### src/cache_params.svh
`ifndef CACHE_PARAMS_SVH
`define CACHE_PARAMS_SVH

// Bus and word widths
`define ADDR_BITS   32
`define DATA_BITS   32
`define STRB_BITS   4

// Direct-mapped geometry
`define LINE_WORDS  4
`define CACHE_LINES 16
`define INDEX_BITS  4
`define OFFSET_BITS 2

// Tag overlaps the upper index bits
`define TAG_BITS    26

`endif
### src/cache_pkg.sv
`include "cache_params.svh"

package cache_pkg;

    typedef logic [`ADDR_BITS-1:0]  addr_t;
    typedef logic [`DATA_BITS-1:0]  word_t;
    typedef logic [`STRB_BITS-1:0]  strb_t;
    typedef logic [`TAG_BITS-1:0]   tag_t;
    typedef logic [`INDEX_BITS-1:0] index_t;

    // Instruction cache FSM
    typedef enum logic [1:0] {
        IC_IDLE,
        IC_REFILL,
        IC_RESPOND
    } icache_state_t;

    // Data cache FSM
    typedef enum logic [1:0] {
        DC_IDLE,
        DC_REFILL,
        DC_WRITE_THRU,
        DC_RESPOND
    } dcache_state_t;

    // Four-phase bus master FSM
    typedef enum logic [1:0] {
        BM_IDLE,
        BM_REQ_HIGH,
        BM_ACK_LOW,
        BM_DONE
    } bm_state_t;

endpackage

### src/cpu_wrapper.sv
`timescale 1ns/1ps

module cpu_wrapper
    import cache_pkg::*;
(
    input  logic  clk,
    input  logic  rst,
    // Instruction port
    input  logic  i_req_i,
    input  addr_t i_addr_i,
    output word_t i_rdata_o,
    output logic  i_wait_o,
    // Data port
    input  logic  d_req_i,
    input  logic  d_write_i,
    input  addr_t d_addr_i,
    input  word_t d_wdata_i,
    input  strb_t d_strb_i,
    output word_t d_rdata_o,
    output logic  d_wait_o,
    // Instruction bus
    output logic  ibus_req_o,
    output logic  ibus_we_o,
    output addr_t ibus_addr_o,
    output word_t ibus_wdata_o,
    output strb_t ibus_strb_o,
    input  logic  ibus_ack_i,
    input  word_t ibus_rdata_i,
    // Data bus
    output logic  dbus_req_o,
    output logic  dbus_we_o,
    output addr_t dbus_addr_o,
    output word_t dbus_wdata_o,
    output strb_t dbus_strb_o,
    input  logic  dbus_ack_i,
    input  word_t dbus_rdata_i
);

    // Instruction cache to its master
    logic  ic_req;
    logic  ic_write;
    addr_t ic_addr;
    word_t ic_wdata;
    strb_t ic_strb;
    word_t ic_rdata;
    logic  ic_wait;

    // Data cache to its master
    logic  dc_req;
    logic  dc_write;
    addr_t dc_addr;
    word_t dc_wdata;
    strb_t dc_strb;
    word_t dc_rdata;
    logic  dc_wait;

    l1_icache u_l1_icache (
        .clk          (clk      ),
        .rst          (rst      ),
        .core_req_i   (i_req_i  ),
        .core_addr_i  (i_addr_i ),
        .core_rdata_o (i_rdata_o),
        .core_wait_o  (i_wait_o ),
        .mem_req_o    (ic_req   ),
        .mem_write_o  (ic_write ),
        .mem_addr_o   (ic_addr  ),
        .mem_wdata_o  (ic_wdata ),
        .mem_strb_o   (ic_strb  ),
        .mem_rdata_i  (ic_rdata ),
        .mem_wait_i   (ic_wait  )
    );

    l1_dcache u_l1_dcache (
        .clk          (clk      ),
        .rst          (rst      ),
        .core_req_i   (d_req_i  ),
        .core_write_i (d_write_i),
        .core_addr_i  (d_addr_i ),
        .core_wdata_i (d_wdata_i),
        .core_strb_i  (d_strb_i ),
        .core_rdata_o (d_rdata_o),
        .core_wait_o  (d_wait_o ),
        .mem_req_o    (dc_req   ),
        .mem_write_o  (dc_write ),
        .mem_addr_o   (dc_addr  ),
        .mem_wdata_o  (dc_wdata ),
        .mem_strb_o   (dc_strb  ),
        .mem_rdata_i  (dc_rdata ),
        .mem_wait_i   (dc_wait  )
    );

    bus_master u_ibus_master (
        .clk         (clk         ),
        .rst         (rst         ),
        .creq_i      (ic_req      ),
        .cwrite_i    (ic_write    ),
        .caddr_i     (ic_addr     ),
        .cwdata_i    (ic_wdata    ),
        .cstrb_i     (ic_strb     ),
        .crdata_o    (ic_rdata    ),
        .cwait_o     (ic_wait     ),
        .bus_req_o   (ibus_req_o  ),
        .bus_we_o    (ibus_we_o   ),
        .bus_addr_o  (ibus_addr_o ),
        .bus_wdata_o (ibus_wdata_o),
        .bus_strb_o  (ibus_strb_o ),
        .bus_ack_i   (ibus_ack_i  ),
        .bus_rdata_i (ibus_rdata_i)
    );

    bus_master u_dbus_master (
        .clk         (clk         ),
        .rst         (rst         ),
        .creq_i      (dc_req      ),
        .cwrite_i    (dc_write    ),
        .caddr_i     (dc_addr     ),
        .cwdata_i    (dc_wdata    ),
        .cstrb_i     (dc_strb     ),
        .crdata_o    (dc_rdata    ),
        .cwait_o     (dc_wait     ),
        .bus_req_o   (dbus_req_o  ),
        .bus_we_o    (dbus_we_o   ),
        .bus_addr_o  (dbus_addr_o ),
        .bus_wdata_o (dbus_wdata_o),
        .bus_strb_o  (dbus_strb_o ),
        .bus_ack_i   (dbus_ack_i  ),
        .bus_rdata_i (dbus_rdata_i)
    );

endmodule

### src/l1_dcache.sv
`timescale 1ns/1ps
`include "cache_params.svh"

module l1_dcache
    import cache_pkg::*;
(
    input  logic  clk,
    input  logic  rst,
    input  logic  core_req_i,
    input  logic  core_write_i,
    input  addr_t core_addr_i,
    input  word_t core_wdata_i,
    input  strb_t core_strb_i,
    output word_t core_rdata_o,
    output logic  core_wait_o,
    output logic  mem_req_o,
    output logic  mem_write_o,
    output addr_t mem_addr_o,
    output word_t mem_wdata_o,
    output strb_t mem_strb_o,
    input  word_t mem_rdata_i,
    input  logic  mem_wait_i
);

    dcache_state_t state_q;
    logic [`OFFSET_BITS-1:0] word_cnt_q;
    logic req_q;

    logic [`CACHE_LINES-1:0] valid_q;
    tag_t  tag_q  [`CACHE_LINES];
    word_t data_q [`CACHE_LINES][`LINE_WORDS];

    index_t line_idx;
    logic [`OFFSET_BITS-1:0] word_off;
    tag_t req_tag;
    logic hit;
    logic in_write;
    logic write_hit;
    logic word_done;
    logic write_done;
    logic last_word;
    logic done;
    addr_t refill_addr;

    function automatic word_t merge_bytes(word_t old_w, word_t new_w, strb_t strb);
        word_t res;
        res = old_w;
        for (int b = 0; b < `STRB_BITS; b++) begin
            if (strb[b]) begin
                res[8*b +: 8] = new_w[8*b +: 8];
            end
        end
        return res;
    endfunction

    assign line_idx = core_addr_i[`OFFSET_BITS+2 +: `INDEX_BITS];
    assign word_off = core_addr_i[2 +: `OFFSET_BITS];
    assign req_tag  = core_addr_i[`ADDR_BITS-1 -: `TAG_BITS];

    assign hit       = valid_q[line_idx] && (tag_q[line_idx] == req_tag);
    assign in_write  = (state_q == DC_WRITE_THRU);
    assign write_hit = (state_q == DC_IDLE) && core_req_i && core_write_i && hit;

    assign word_done  = (state_q == DC_REFILL) && req_q && !mem_wait_i;
    assign write_done = in_write && req_q && !mem_wait_i;
    assign last_word  = (word_cnt_q == `OFFSET_BITS'(`LINE_WORDS-1));

    // Only read hits finish straight from idle
    assign done = ((state_q == DC_IDLE) && !core_write_i && hit)
               || (state_q == DC_RESPOND);

    assign core_wait_o  = core_req_i && !done;
    assign core_rdata_o = data_q[line_idx][word_off];

    assign refill_addr = {core_addr_i[`ADDR_BITS-1:`OFFSET_BITS+2], word_cnt_q, 2'b00};

    assign mem_req_o   = ((state_q == DC_REFILL) || in_write) && req_q;
    assign mem_write_o = in_write;
    assign mem_addr_o  = in_write ? {core_addr_i[`ADDR_BITS-1:2], 2'b00} : refill_addr;
    assign mem_wdata_o = core_wdata_i;
    assign mem_strb_o  = in_write ? core_strb_i : '0;

    always_ff @(posedge clk or negedge rst) begin
        if (!rst) begin
            state_q    <= DC_IDLE;
            word_cnt_q <= '0;
            req_q      <= 1'b0;
            valid_q    <= '0;
        end else begin
            case (state_q)
                DC_IDLE: begin
                    if (core_req_i && core_write_i) begin
                        // No allocation on a write miss
                        req_q   <= 1'b1;
                        state_q <= DC_WRITE_THRU;
                    end else if (core_req_i && !hit) begin
                        valid_q[line_idx] <= 1'b0;
                        word_cnt_q        <= '0;
                        req_q             <= 1'b1;
                        state_q           <= DC_REFILL;
                    end
                end
                DC_REFILL: begin
                    if (word_done) begin
                        req_q      <= 1'b0;
                        word_cnt_q <= word_cnt_q + 1'b1;
                        if (last_word) begin
                            valid_q[line_idx] <= 1'b1;
                            state_q           <= DC_RESPOND;
                        end
                    end else if (!req_q) begin
                        req_q <= 1'b1;
                    end
                end
                DC_WRITE_THRU: begin
                    if (write_done) begin
                        req_q   <= 1'b0;
                        state_q <= DC_RESPOND;
                    end
                end
                DC_RESPOND: begin
                    state_q <= DC_IDLE;
                end
                default: begin
                    state_q <= DC_IDLE;
                end
            endcase
        end
    end

    // Tag and data arrays
    always_ff @(posedge clk) begin
        if (write_hit) begin
            // Merge on accept, memory gets the same bytes afterwards
            data_q[line_idx][word_off] <= merge_bytes(data_q[line_idx][word_off],
                                                      core_wdata_i, core_strb_i);
        end
        if (word_done) begin
            data_q[line_idx][word_cnt_q] <= mem_rdata_i;
            if (last_word) begin
                tag_q[line_idx] <= req_tag;
            end
        end
    end

endmodule

### src/l1_icache.sv
`timescale 1ns/1ps
`include "cache_params.svh"

module l1_icache
    import cache_pkg::*;
(
    input  logic  clk,
    input  logic  rst,
    input  logic  core_req_i,
    input  addr_t core_addr_i,
    output word_t core_rdata_o,
    output logic  core_wait_o,
    output logic  mem_req_o,
    output logic  mem_write_o,
    output addr_t mem_addr_o,
    output word_t mem_wdata_o,
    output strb_t mem_strb_o,
    input  word_t mem_rdata_i,
    input  logic  mem_wait_i
);

    icache_state_t state_q;
    logic [`OFFSET_BITS-1:0] word_cnt_q;
    logic req_q;

    logic [`CACHE_LINES-1:0] valid_q;
    tag_t  tag_q  [`CACHE_LINES];
    word_t data_q [`CACHE_LINES][`LINE_WORDS];

    index_t line_idx;
    logic [`OFFSET_BITS-1:0] word_off;
    tag_t req_tag;
    logic hit;
    logic word_done;
    logic last_word;
    logic done;

    assign line_idx = core_addr_i[`OFFSET_BITS+2 +: `INDEX_BITS];
    assign word_off = core_addr_i[2 +: `OFFSET_BITS];
    assign req_tag  = core_addr_i[`ADDR_BITS-1 -: `TAG_BITS];

    // Compare against registered arrays, so a hit answers at once
    assign hit = valid_q[line_idx] && (tag_q[line_idx] == req_tag);

    assign word_done = (state_q == IC_REFILL) && req_q && !mem_wait_i;
    assign last_word = (word_cnt_q == `OFFSET_BITS'(`LINE_WORDS-1));

    assign done = ((state_q == IC_IDLE) && hit) || (state_q == IC_RESPOND);

    assign core_wait_o  = core_req_i && !done;
    assign core_rdata_o = data_q[line_idx][word_off];

    // Read-only path toward the master
    assign mem_req_o   = (state_q == IC_REFILL) && req_q;
    assign mem_addr_o  = {core_addr_i[`ADDR_BITS-1:`OFFSET_BITS+2], word_cnt_q, 2'b00};
    assign mem_write_o = 1'b0;
    assign mem_wdata_o = '0;
    assign mem_strb_o  = '0;

    always_ff @(posedge clk or negedge rst) begin
        if (!rst) begin
            state_q    <= IC_IDLE;
            word_cnt_q <= '0;
            req_q      <= 1'b0;
            valid_q    <= '0;
        end else begin
            case (state_q)
                IC_IDLE: begin
                    if (core_req_i && !hit) begin
                        // Old line is dropped before it is overwritten
                        valid_q[line_idx] <= 1'b0;
                        word_cnt_q        <= '0;
                        req_q             <= 1'b1;
                        state_q           <= IC_REFILL;
                    end
                end
                IC_REFILL: begin
                    if (word_done) begin
                        req_q      <= 1'b0;
                        word_cnt_q <= word_cnt_q + 1'b1;
                        if (last_word) begin
                            valid_q[line_idx] <= 1'b1;
                            state_q           <= IC_RESPOND;
                        end
                    end else if (!req_q) begin
                        // One idle cycle between words
                        req_q <= 1'b1;
                    end
                end
                IC_RESPOND: begin
                    state_q <= IC_IDLE;
                end
                default: begin
                    state_q <= IC_IDLE;
                end
            endcase
        end
    end

    // Tag and data arrays
    always_ff @(posedge clk) begin
        if (word_done) begin
            data_q[line_idx][word_cnt_q] <= mem_rdata_i;
            if (last_word) begin
                tag_q[line_idx] <= req_tag;
            end
        end
    end

endmodule

### src/bus_master.sv
`timescale 1ns/1ps

module bus_master
    import cache_pkg::*;
(
    input  logic  clk,
    input  logic  rst,
    input  logic  creq_i,
    input  logic  cwrite_i,
    input  addr_t caddr_i,
    input  word_t cwdata_i,
    input  strb_t cstrb_i,
    output word_t crdata_o,
    output logic  cwait_o,
    output logic  bus_req_o,
    output logic  bus_we_o,
    output addr_t bus_addr_o,
    output word_t bus_wdata_o,
    output strb_t bus_strb_o,
    input  logic  bus_ack_i,
    input  word_t bus_rdata_i
);

    bm_state_t state_q;
    logic  we_q;
    strb_t strb_q;
    addr_t addr_q;
    word_t wdata_q;
    word_t rdata_q;
    logic  start;

    assign start = (state_q == BM_IDLE) && creq_i;

    assign bus_req_o   = (state_q == BM_REQ_HIGH);
    assign bus_we_o    = we_q;
    assign bus_strb_o  = strb_q;
    assign bus_addr_o  = addr_q;
    assign bus_wdata_o = wdata_q;

    // Cache sees exactly one ready cycle per transfer
    assign cwait_o  = (state_q != BM_DONE);
    assign crdata_o = rdata_q;

    always_ff @(posedge clk or negedge rst) begin
        if (!rst) begin
            state_q <= BM_IDLE;
            we_q    <= 1'b0;
            strb_q  <= '0;
        end else begin
            case (state_q)
                BM_IDLE: begin
                    if (creq_i) begin
                        we_q    <= cwrite_i;
                        strb_q  <= cstrb_i;
                        state_q <= BM_REQ_HIGH;
                    end
                end
                BM_REQ_HIGH: begin
                    if (bus_ack_i) begin
                        state_q <= BM_ACK_LOW;
                    end
                end
                BM_ACK_LOW: begin
                    // Memory must release ack before the next req
                    if (!bus_ack_i) begin
                        state_q <= BM_DONE;
                    end
                end
                BM_DONE: begin
                    state_q <= BM_IDLE;
                end
                default: begin
                    state_q <= BM_IDLE;
                end
            endcase
        end
    end

    // Operand and read data registers
    always_ff @(posedge clk) begin
        if (start) begin
            addr_q  <= caddr_i;
            wdata_q <= cwdata_i;
        end
        if ((state_q == BM_REQ_HIGH) && bus_ack_i) begin
            rdata_q <= bus_rdata_i;
        end
    end

endmodule

### config.mk
export PLATFORM = sky130hd
export DESIGN_NAME = cpu_wrapper
export DESIGN_NICKNAME = d
export VERILOG_FILES = /design/src/cache_pkg.sv /design/src/cpu_wrapper.sv /design/src/l1_dcache.sv /design/src/l1_icache.sv /design/src/bus_master.sv
export VERILOG_INCLUDE_DIRS = /design/src
export SDC_FILE = /design/constraint.sdc
export NUM_CORES = 2
export LEC_CHECK = 0
export BUFFER_PORTS_ARGS = -buffer_cell sky130_fd_sc_hd__buf_2
export CORE_UTILIZATION = 40
export CTS_BUF_LIST = sky130_fd_sc_hd__clkbuf_4
export CTS_CLUSTER_SIZE = 20
export DETAILED_ROUTE_END_ITERATION = 10
export GPL_TIMING_DRIVEN = 1
export PLACE_DENSITY_LB_ADDON = 0.08
export SLEW_MARGIN = 5
export SYNTH_ARGS = -nofsm -noshare
export SYNTH_HDL_FRONTEND = slang
export SYNTH_MEMORY_MAX_BITS = 65536
export SYNTH_SLANG_ARGS = --single-unit
### constraint.sdc
create_clock -name clk -period 12.4 [get_ports clk]
set_input_delay 1.86 -clock clk [delete_from_list [all_inputs] [get_ports clk]]
set_output_delay 1.86 -clock clk [all_outputs]
set_load 0.03 [all_outputs]
### Word-level counts from Yosys, hierarchy flattened

Memory sizes are Yosys's and may differ from the RTL's.
Index checks and enable logic that the tools add are counted.
Widths: inputs -> output; s select.

| word-level totals | value |
|---|---|
| register bits after elaboration | 209 |
| bits in latches | 0 |
| memory bits (writable) | 4928 |
| bits in read-only memories | 0 |
| output and inout port bits | 206 |
| memories | 4 |

| cells by class | value |
|---|---|
| add/sub/neg operators | 2 |
| $mul | 0 |
| divide/modulo/power cells | 0 |
| $lt $le $gt $ge | 11 |
| equality and inequality tests | 32 |
| shifts and indexed selects | 0 |
| muxes and demuxes | 212 |
| bitwise operators | 138 |
| reduce and logical (&&, ||, !) cells | 57 |

Memories:

| memory | depth | width | rd ports | clocked after Yosys merged registers in | write ports | line | RTL |
|---|---|---|---|---|---|---|---|
| u_l1_dcache.data_q | 16 | 128 | 1 | 0 | 1 | l1_dcache.sv:31 | `` word_t data_q [`CACHE_LINES][`LINE_WORDS]; `` |
| u_l1_icache.data_q | 16 | 128 | 1 | 0 | 1 | l1_icache.sv:28 | `` word_t data_q [`CACHE_LINES][`LINE_WORDS]; `` |
| u_l1_dcache.tag_q | 16 | 26 | 1 | 0 | 1 | l1_dcache.sv:30 | `` tag_t tag_q [`CACHE_LINES]; `` |
| u_l1_icache.tag_q | 16 | 26 | 1 | 0 | 1 | l1_icache.sv:27 | `` tag_t tag_q [`CACHE_LINES]; `` |

Operators with widths:

| kind | number |
|---|---|
| $mux 128 | 3 |
| $mux 32 | 7 |
| $demux 32 s2 | 3 |
| $mux 1 | 147 |
| $bmux 32 s2 | 2 |
| $or 1x1->1 | 128 |
| $mux 16 | 7 |
| $mux 8 | 8 |
| $pmux 16 s2 | 2 |
| $eq 26x26->1 | 2 |
| $mux 2 | 19 |
| $and 16x16->16 | 2 |
| $not 16->16 | 2 |
| $or 16x16->16 | 2 |
| $logic_and 1x1->1 | 29 |
| $pmux 2 s4 | 3 |
| $eq 2x2->1 const B | 9 |
| $ne 2x1->1 const B | 8 |
| $ne 2x2->1 const B | 8 |
| $reduce_and 3->1 | 5 |
| $ge 3x3->1 const B | 4 |
| $not 2->3 | 4 |
| $pmux 2 s2 | 3 |
| $reduce_and 4->1 | 3 |
| other kinds (18) | 42 |

### Depth between registers and ports, before layout

| logic depth | value |
|---|---|
| word-level depth | 9 |
| depth in mapped cells | 15 |
| depth with buffers taken out | 10 |

### Modules after synthesis

Synthesis repeated with hierarchy kept, for this count alone.

| second synthesis, totals | value |
|---|---|
| cells, all modules | 8484 |
| area total of the unflattened synthesis | 200120.7 um^2 |

Modules (own cells, without submodules):

| module | times used | cells each | area each (um^2) |
|---|---|---|---|
| l1_dcache | 1 | 4368 | 98131.6 |
| l1_icache | 1 | 3870 | 95517.9 |
| bus_master | 2 | 123 | 3235.6 |

### Worst setup path after synthesis

Ideal clock, no wire load.

| timing | value |
|---|---|
| kind | input to output |
| from | in i_addr_i[4] |
| to | out i_rdata_o[18] |
| arrival time | 4872 ps |
| data required time | 10540 ps |
| setup slack | 5668 ps |
| cell stages on the path | 9 |
| path buffers | 6 |
| path through | buf_2 > buf_4 > buf_4 > buf_2 > buf_2 > buf_2 > mux4_2 > mux4_2 > mux4_2 |

| on the way | value |
|---|---|
| cells in the longest elaborated chain, start to end | 4 |

RTL lines:

| item | line | RTL |
|---|---|---|
| from (decl) | cpu_wrapper.sv:10 | `input addr_t i_addr_i,` |
| $mem_v2 16x128 | - |  |
| $bmux 32 s2 | l1_icache.sv:51 | `assign core_rdata_o = data_q[line_idx][word_off];` |
| $mux 32 (implied by the code) (2 in series) | l1_icache.sv:51 |  |
| to (decl) | cpu_wrapper.sv:11 | `output word_t i_rdata_o,` |

Every way passes these cells. The select of a mux whose other input is x is not followed.

### Final worst setup path

| timing | value |
|---|---|
| from | in d_addr_i[5] |
| to | out d_rdata_o[14] |

| on the way | value |
|---|---|
| cells in the longest elaborated chain, start to end | 4 |

RTL lines:

| item | line | RTL |
|---|---|---|
| from (decl) | cpu_wrapper.sv:16 | `input addr_t d_addr_i,` |
| $mem_v2 16x128 | - |  |
| $bmux 32 s2 | l1_dcache.sv:73 | `assign core_rdata_o = data_q[line_idx][word_off];` |
| $mux 32 (implied by the code) (2 in series) | l1_dcache.sv:73 |  |
| to (decl) | cpu_wrapper.sv:19 | `output word_t d_rdata_o,` |

Every way passes these cells. The select of a mux whose other input is x is not followed.

==> results.txt <==
Critical path type: input pin to output port
Arrival time at the worst endpoint: 6810 ps
Bufs on Longest Clock Path: 5
Post-route cell area: 226,000 um^2
Worst stage delay on the critical path: 880 ps
H-tree levels: 7
Drt initial violations: 9,606
CP Max Fanout: 69
DRC: 0
Largest net degree at the start of global routing: 141
Die Wd: 705 um
CP Cell Sequence: buf_8 -> buf_4 -> buf_4 -> buf_4 -> mux4_2 -> mux4_2 -> mux4_2 -> buf_2
Max Clock Skew: 159 ps
Cell with the most instances after synthesis: edfxtp_1
Synth top area share: 0.773
Worst EP required: 10,540 ps
Nets: 9,922
Final antenna-violating net count: 0
Outcome: finished clean
Area grow syn2layout: 14.2%
Post-CTS setup buffers: 0
Post-layout power: 37.9 mW
Final Wtd Congestion: 0.775
Synth top area cells: edfxtp_1 77%, mux4_2 17%, dfrtp_1 0.65%
Max Clock Freq: 115 MHz
MaxCap Viol Count: 0
GRT Residual Overflow: 0
Dpl hpwl: 286,000 um
Vias/cell: 5.62
Final hold slack: 244 ps
CP top delay family: buffers and inverters
Total GRT Usage: 0.221
Final setup violation count: 0
Initial antenna violation count: 52
Row Count: 257
Root Buffer: clkbuf_4
Layout cells sized above 1: 0.428
CTS tree: built
PortBufs: 331
Pleak: 71.8 nW
CTS sink count: 5,135
Detailed Route WL: 548,000 um
Slew @ Worst Pin: 1290 ps
CTS clk-pin slew, worst paths: 60 ps
Final hold vios: 0
CTS Hold Bufs: 0
Post-route clock period utilization: 0.699
Num CTS Buffers: 1,402
Placed cell areas: 209,000 um^2
Maximum vdd drop: 0.0938 mV
CP max-delay cell: buf_4
Final core occ: 0.460
RSZ-0062 raised after global routing: false
Initial Util: 0.402
Die Y: 705 um
Seq/Total Area, Yosys: 0.780
Die Area: 496,000 um^2
Post-cts resize count: 0
Setup TNS Final: 0 ps
Yosys warns: 0
Yosys reg bits: 5,135
Num ports: 377
Clk_lat worst skew: 1770 ps
Post-Synthesis Cell Area: 197,000 um^2
Rel. slew slack: 0.137
Startpoint Class: input pin
Top cells by count, synth: 5,084 x edfxtp_1, 1,533 x mux4_2, 309 x nor2_1, 182 x clkbuf_1, 159 x buf_2
Hold Crit Class: input pin to async pin
Vias: 96.2k
Max-slew violation count: 0
Crit path capture type: output port
CP Buf/Inv Count: 5
First-pass GRT wire length: 760,000 um
FFs w/ async S/R, synth: 0.00993
Synth cell types: 75
Primary FF master, synth: edfxtp_1
DR WL/cell: 32.0 um
EDFF count, synth: 5,084
Total core area: 491,000 um^2
Power Density: 168 nW/um^2
Synth area leader: edfxtp_1
Post-Syn Instances: 8,132
Final worst path period need: 8670 ps
Avg Inst Size Synth: 24.3 um^2
Vias in the first global route: 102k
Pre-antenna DRT Iters: 6
==> through the flow <==
stage / std cells / setup slack (ps)
after floorplan: 8172 / 5670
after CTS: 17100 / 3710
final: 17100 / 3730
after detailed placement: 14800 / 3720
after global routing: 17100 / 3550
after global placement: 14800 / 3700
==> path summary, 6_finish.rpt <==
kind	startpoint	to	slack [ps]	cells past startpoint
max reg2reg	u_l1_dcache.tag_q[9][20]	u_l1_dcache.data_q[7][98]	6890	9
max in group asynchronous	rst	async pin	11400	1
min reg2reg	flip-flop	flip-flop	490	1
min in group clk	dbus_rdata_i[6]	u_dbus_master.crdata_o[6]	280	1
min	rst	async pin	240	1
max	d_addr_i[5]	d_rdata_o[14]	3730	8
==> report_power, final <==
group / internal (mW) / total [mW] / switching [mW]
Sequential: 20.0 / 20.1 / 0.135
Clock: 7.77 / 14.5 / 6.71
Combinational: 0.949 / 3.35 / 2.40
Total: 28.7 / 37.9 / 9.25
==> sequential cells by signal, indices dropped and copies added, names as in the netlist, 4 cells and up, named ones only <==
name                       cells
u_dbus_master.bus_strb_o       4
u_dbus_master.bus_addr_o      30
u_ibus_master.crdata_o        32
u_l1_dcache.tag_q            416
u_ibus_master.bus_addr_o      30
u_l1_icache.tag_q            416
u_l1_dcache.data_q          2048
u_l1_icache.data_q          2048
u_dbus_master.crdata_o        32
u_dbus_master.bus_wdata_o     32
==> area by class of cell <==
type | instances | area [um^2]
Sequential cell | 5135 | 154000
Multi-Input combinational cell | 2543 | 42500
Antenna cell | 33 | 82.6
Fill cell | 41500 | 265000
Clock inverter | 227 | 1200
Timing Repair Buffer | 617 | 4100
Clock buffer | 2065 | 15500
Tap cell | 6475 | 8100
Inverter | 31 | 133
==> per-layer routing <==
metal  global-route usage  vias up  part of all wire
li1                     -    39000                 -
met1                0.313    52600              0.44
met2                0.346     3805              0.48
met3               0.0504      740             0.069
met4               0.0616       14             0.017
met5                    0        -           0.00019
==> placed cells by master (no fill, tap or decap), types with 10 or more instances in the layout <==
master / n
buf_12: 18
xnor2_1: 50
nor4_1: 10
mux2_2: 29
clkinv_1: 181
mux2i_1: 77
nor2_1: 165
edfxtp_1: 5084
a21oi_2: 36
conb_1: 41
nor2b_1: 15
diode_2: 33
mux4_2: 1533
o22ai_1: 12
mux2i_4: 13
inv_1: 26
a2bb2oi_1: 18
a21oi_1: 101
nor2_4: 144
bufinv_16: 12
a221oi_1: 14
nand3_1: 17
nand2_1: 61
buf_4: 271
clkbuf_4: 2065
mux2i_2: 16
nand2b_1: 15
o21ai_0: 22
clkinv_2: 17
ha_1: 21
buf_2: 321
mux4_1: 11
inv_2: 18
dfrtp_1: 51
==> worst register-to-register path, delay by kind of cell, from the launching register on <==
kind / cells / cell delay, ps
and+or+nand+nor: 4 / 1870
AOI/OAI and AO/OA: 1 / 860
buffers and inverters: 1 / 630
muxes: 2 / 1010
DFF: 1 / 350
xor gates and xnor gates: 1 / 330
==> kinds of logic after synthesis <==
| family | after synthesis | synth area share |
|---|---|---|
| DFF | 5135 | 0.780 |
| muxes | 1687 | 0.185 |
| buffers and inverters | 494 | 0.0124 |
| and+or+nand+nor | 474 | 0.0105 |
| AOI/OAI and AO/OA | 261 | 0.00848 |
| xor gates and xnor gates | 59 | 0.00262 |
| adders and majority gates | 21 | 0.00133 |
| other | 1 | 0.0000190 |
No activity file was read; power rests on OpenSTA's default activity.
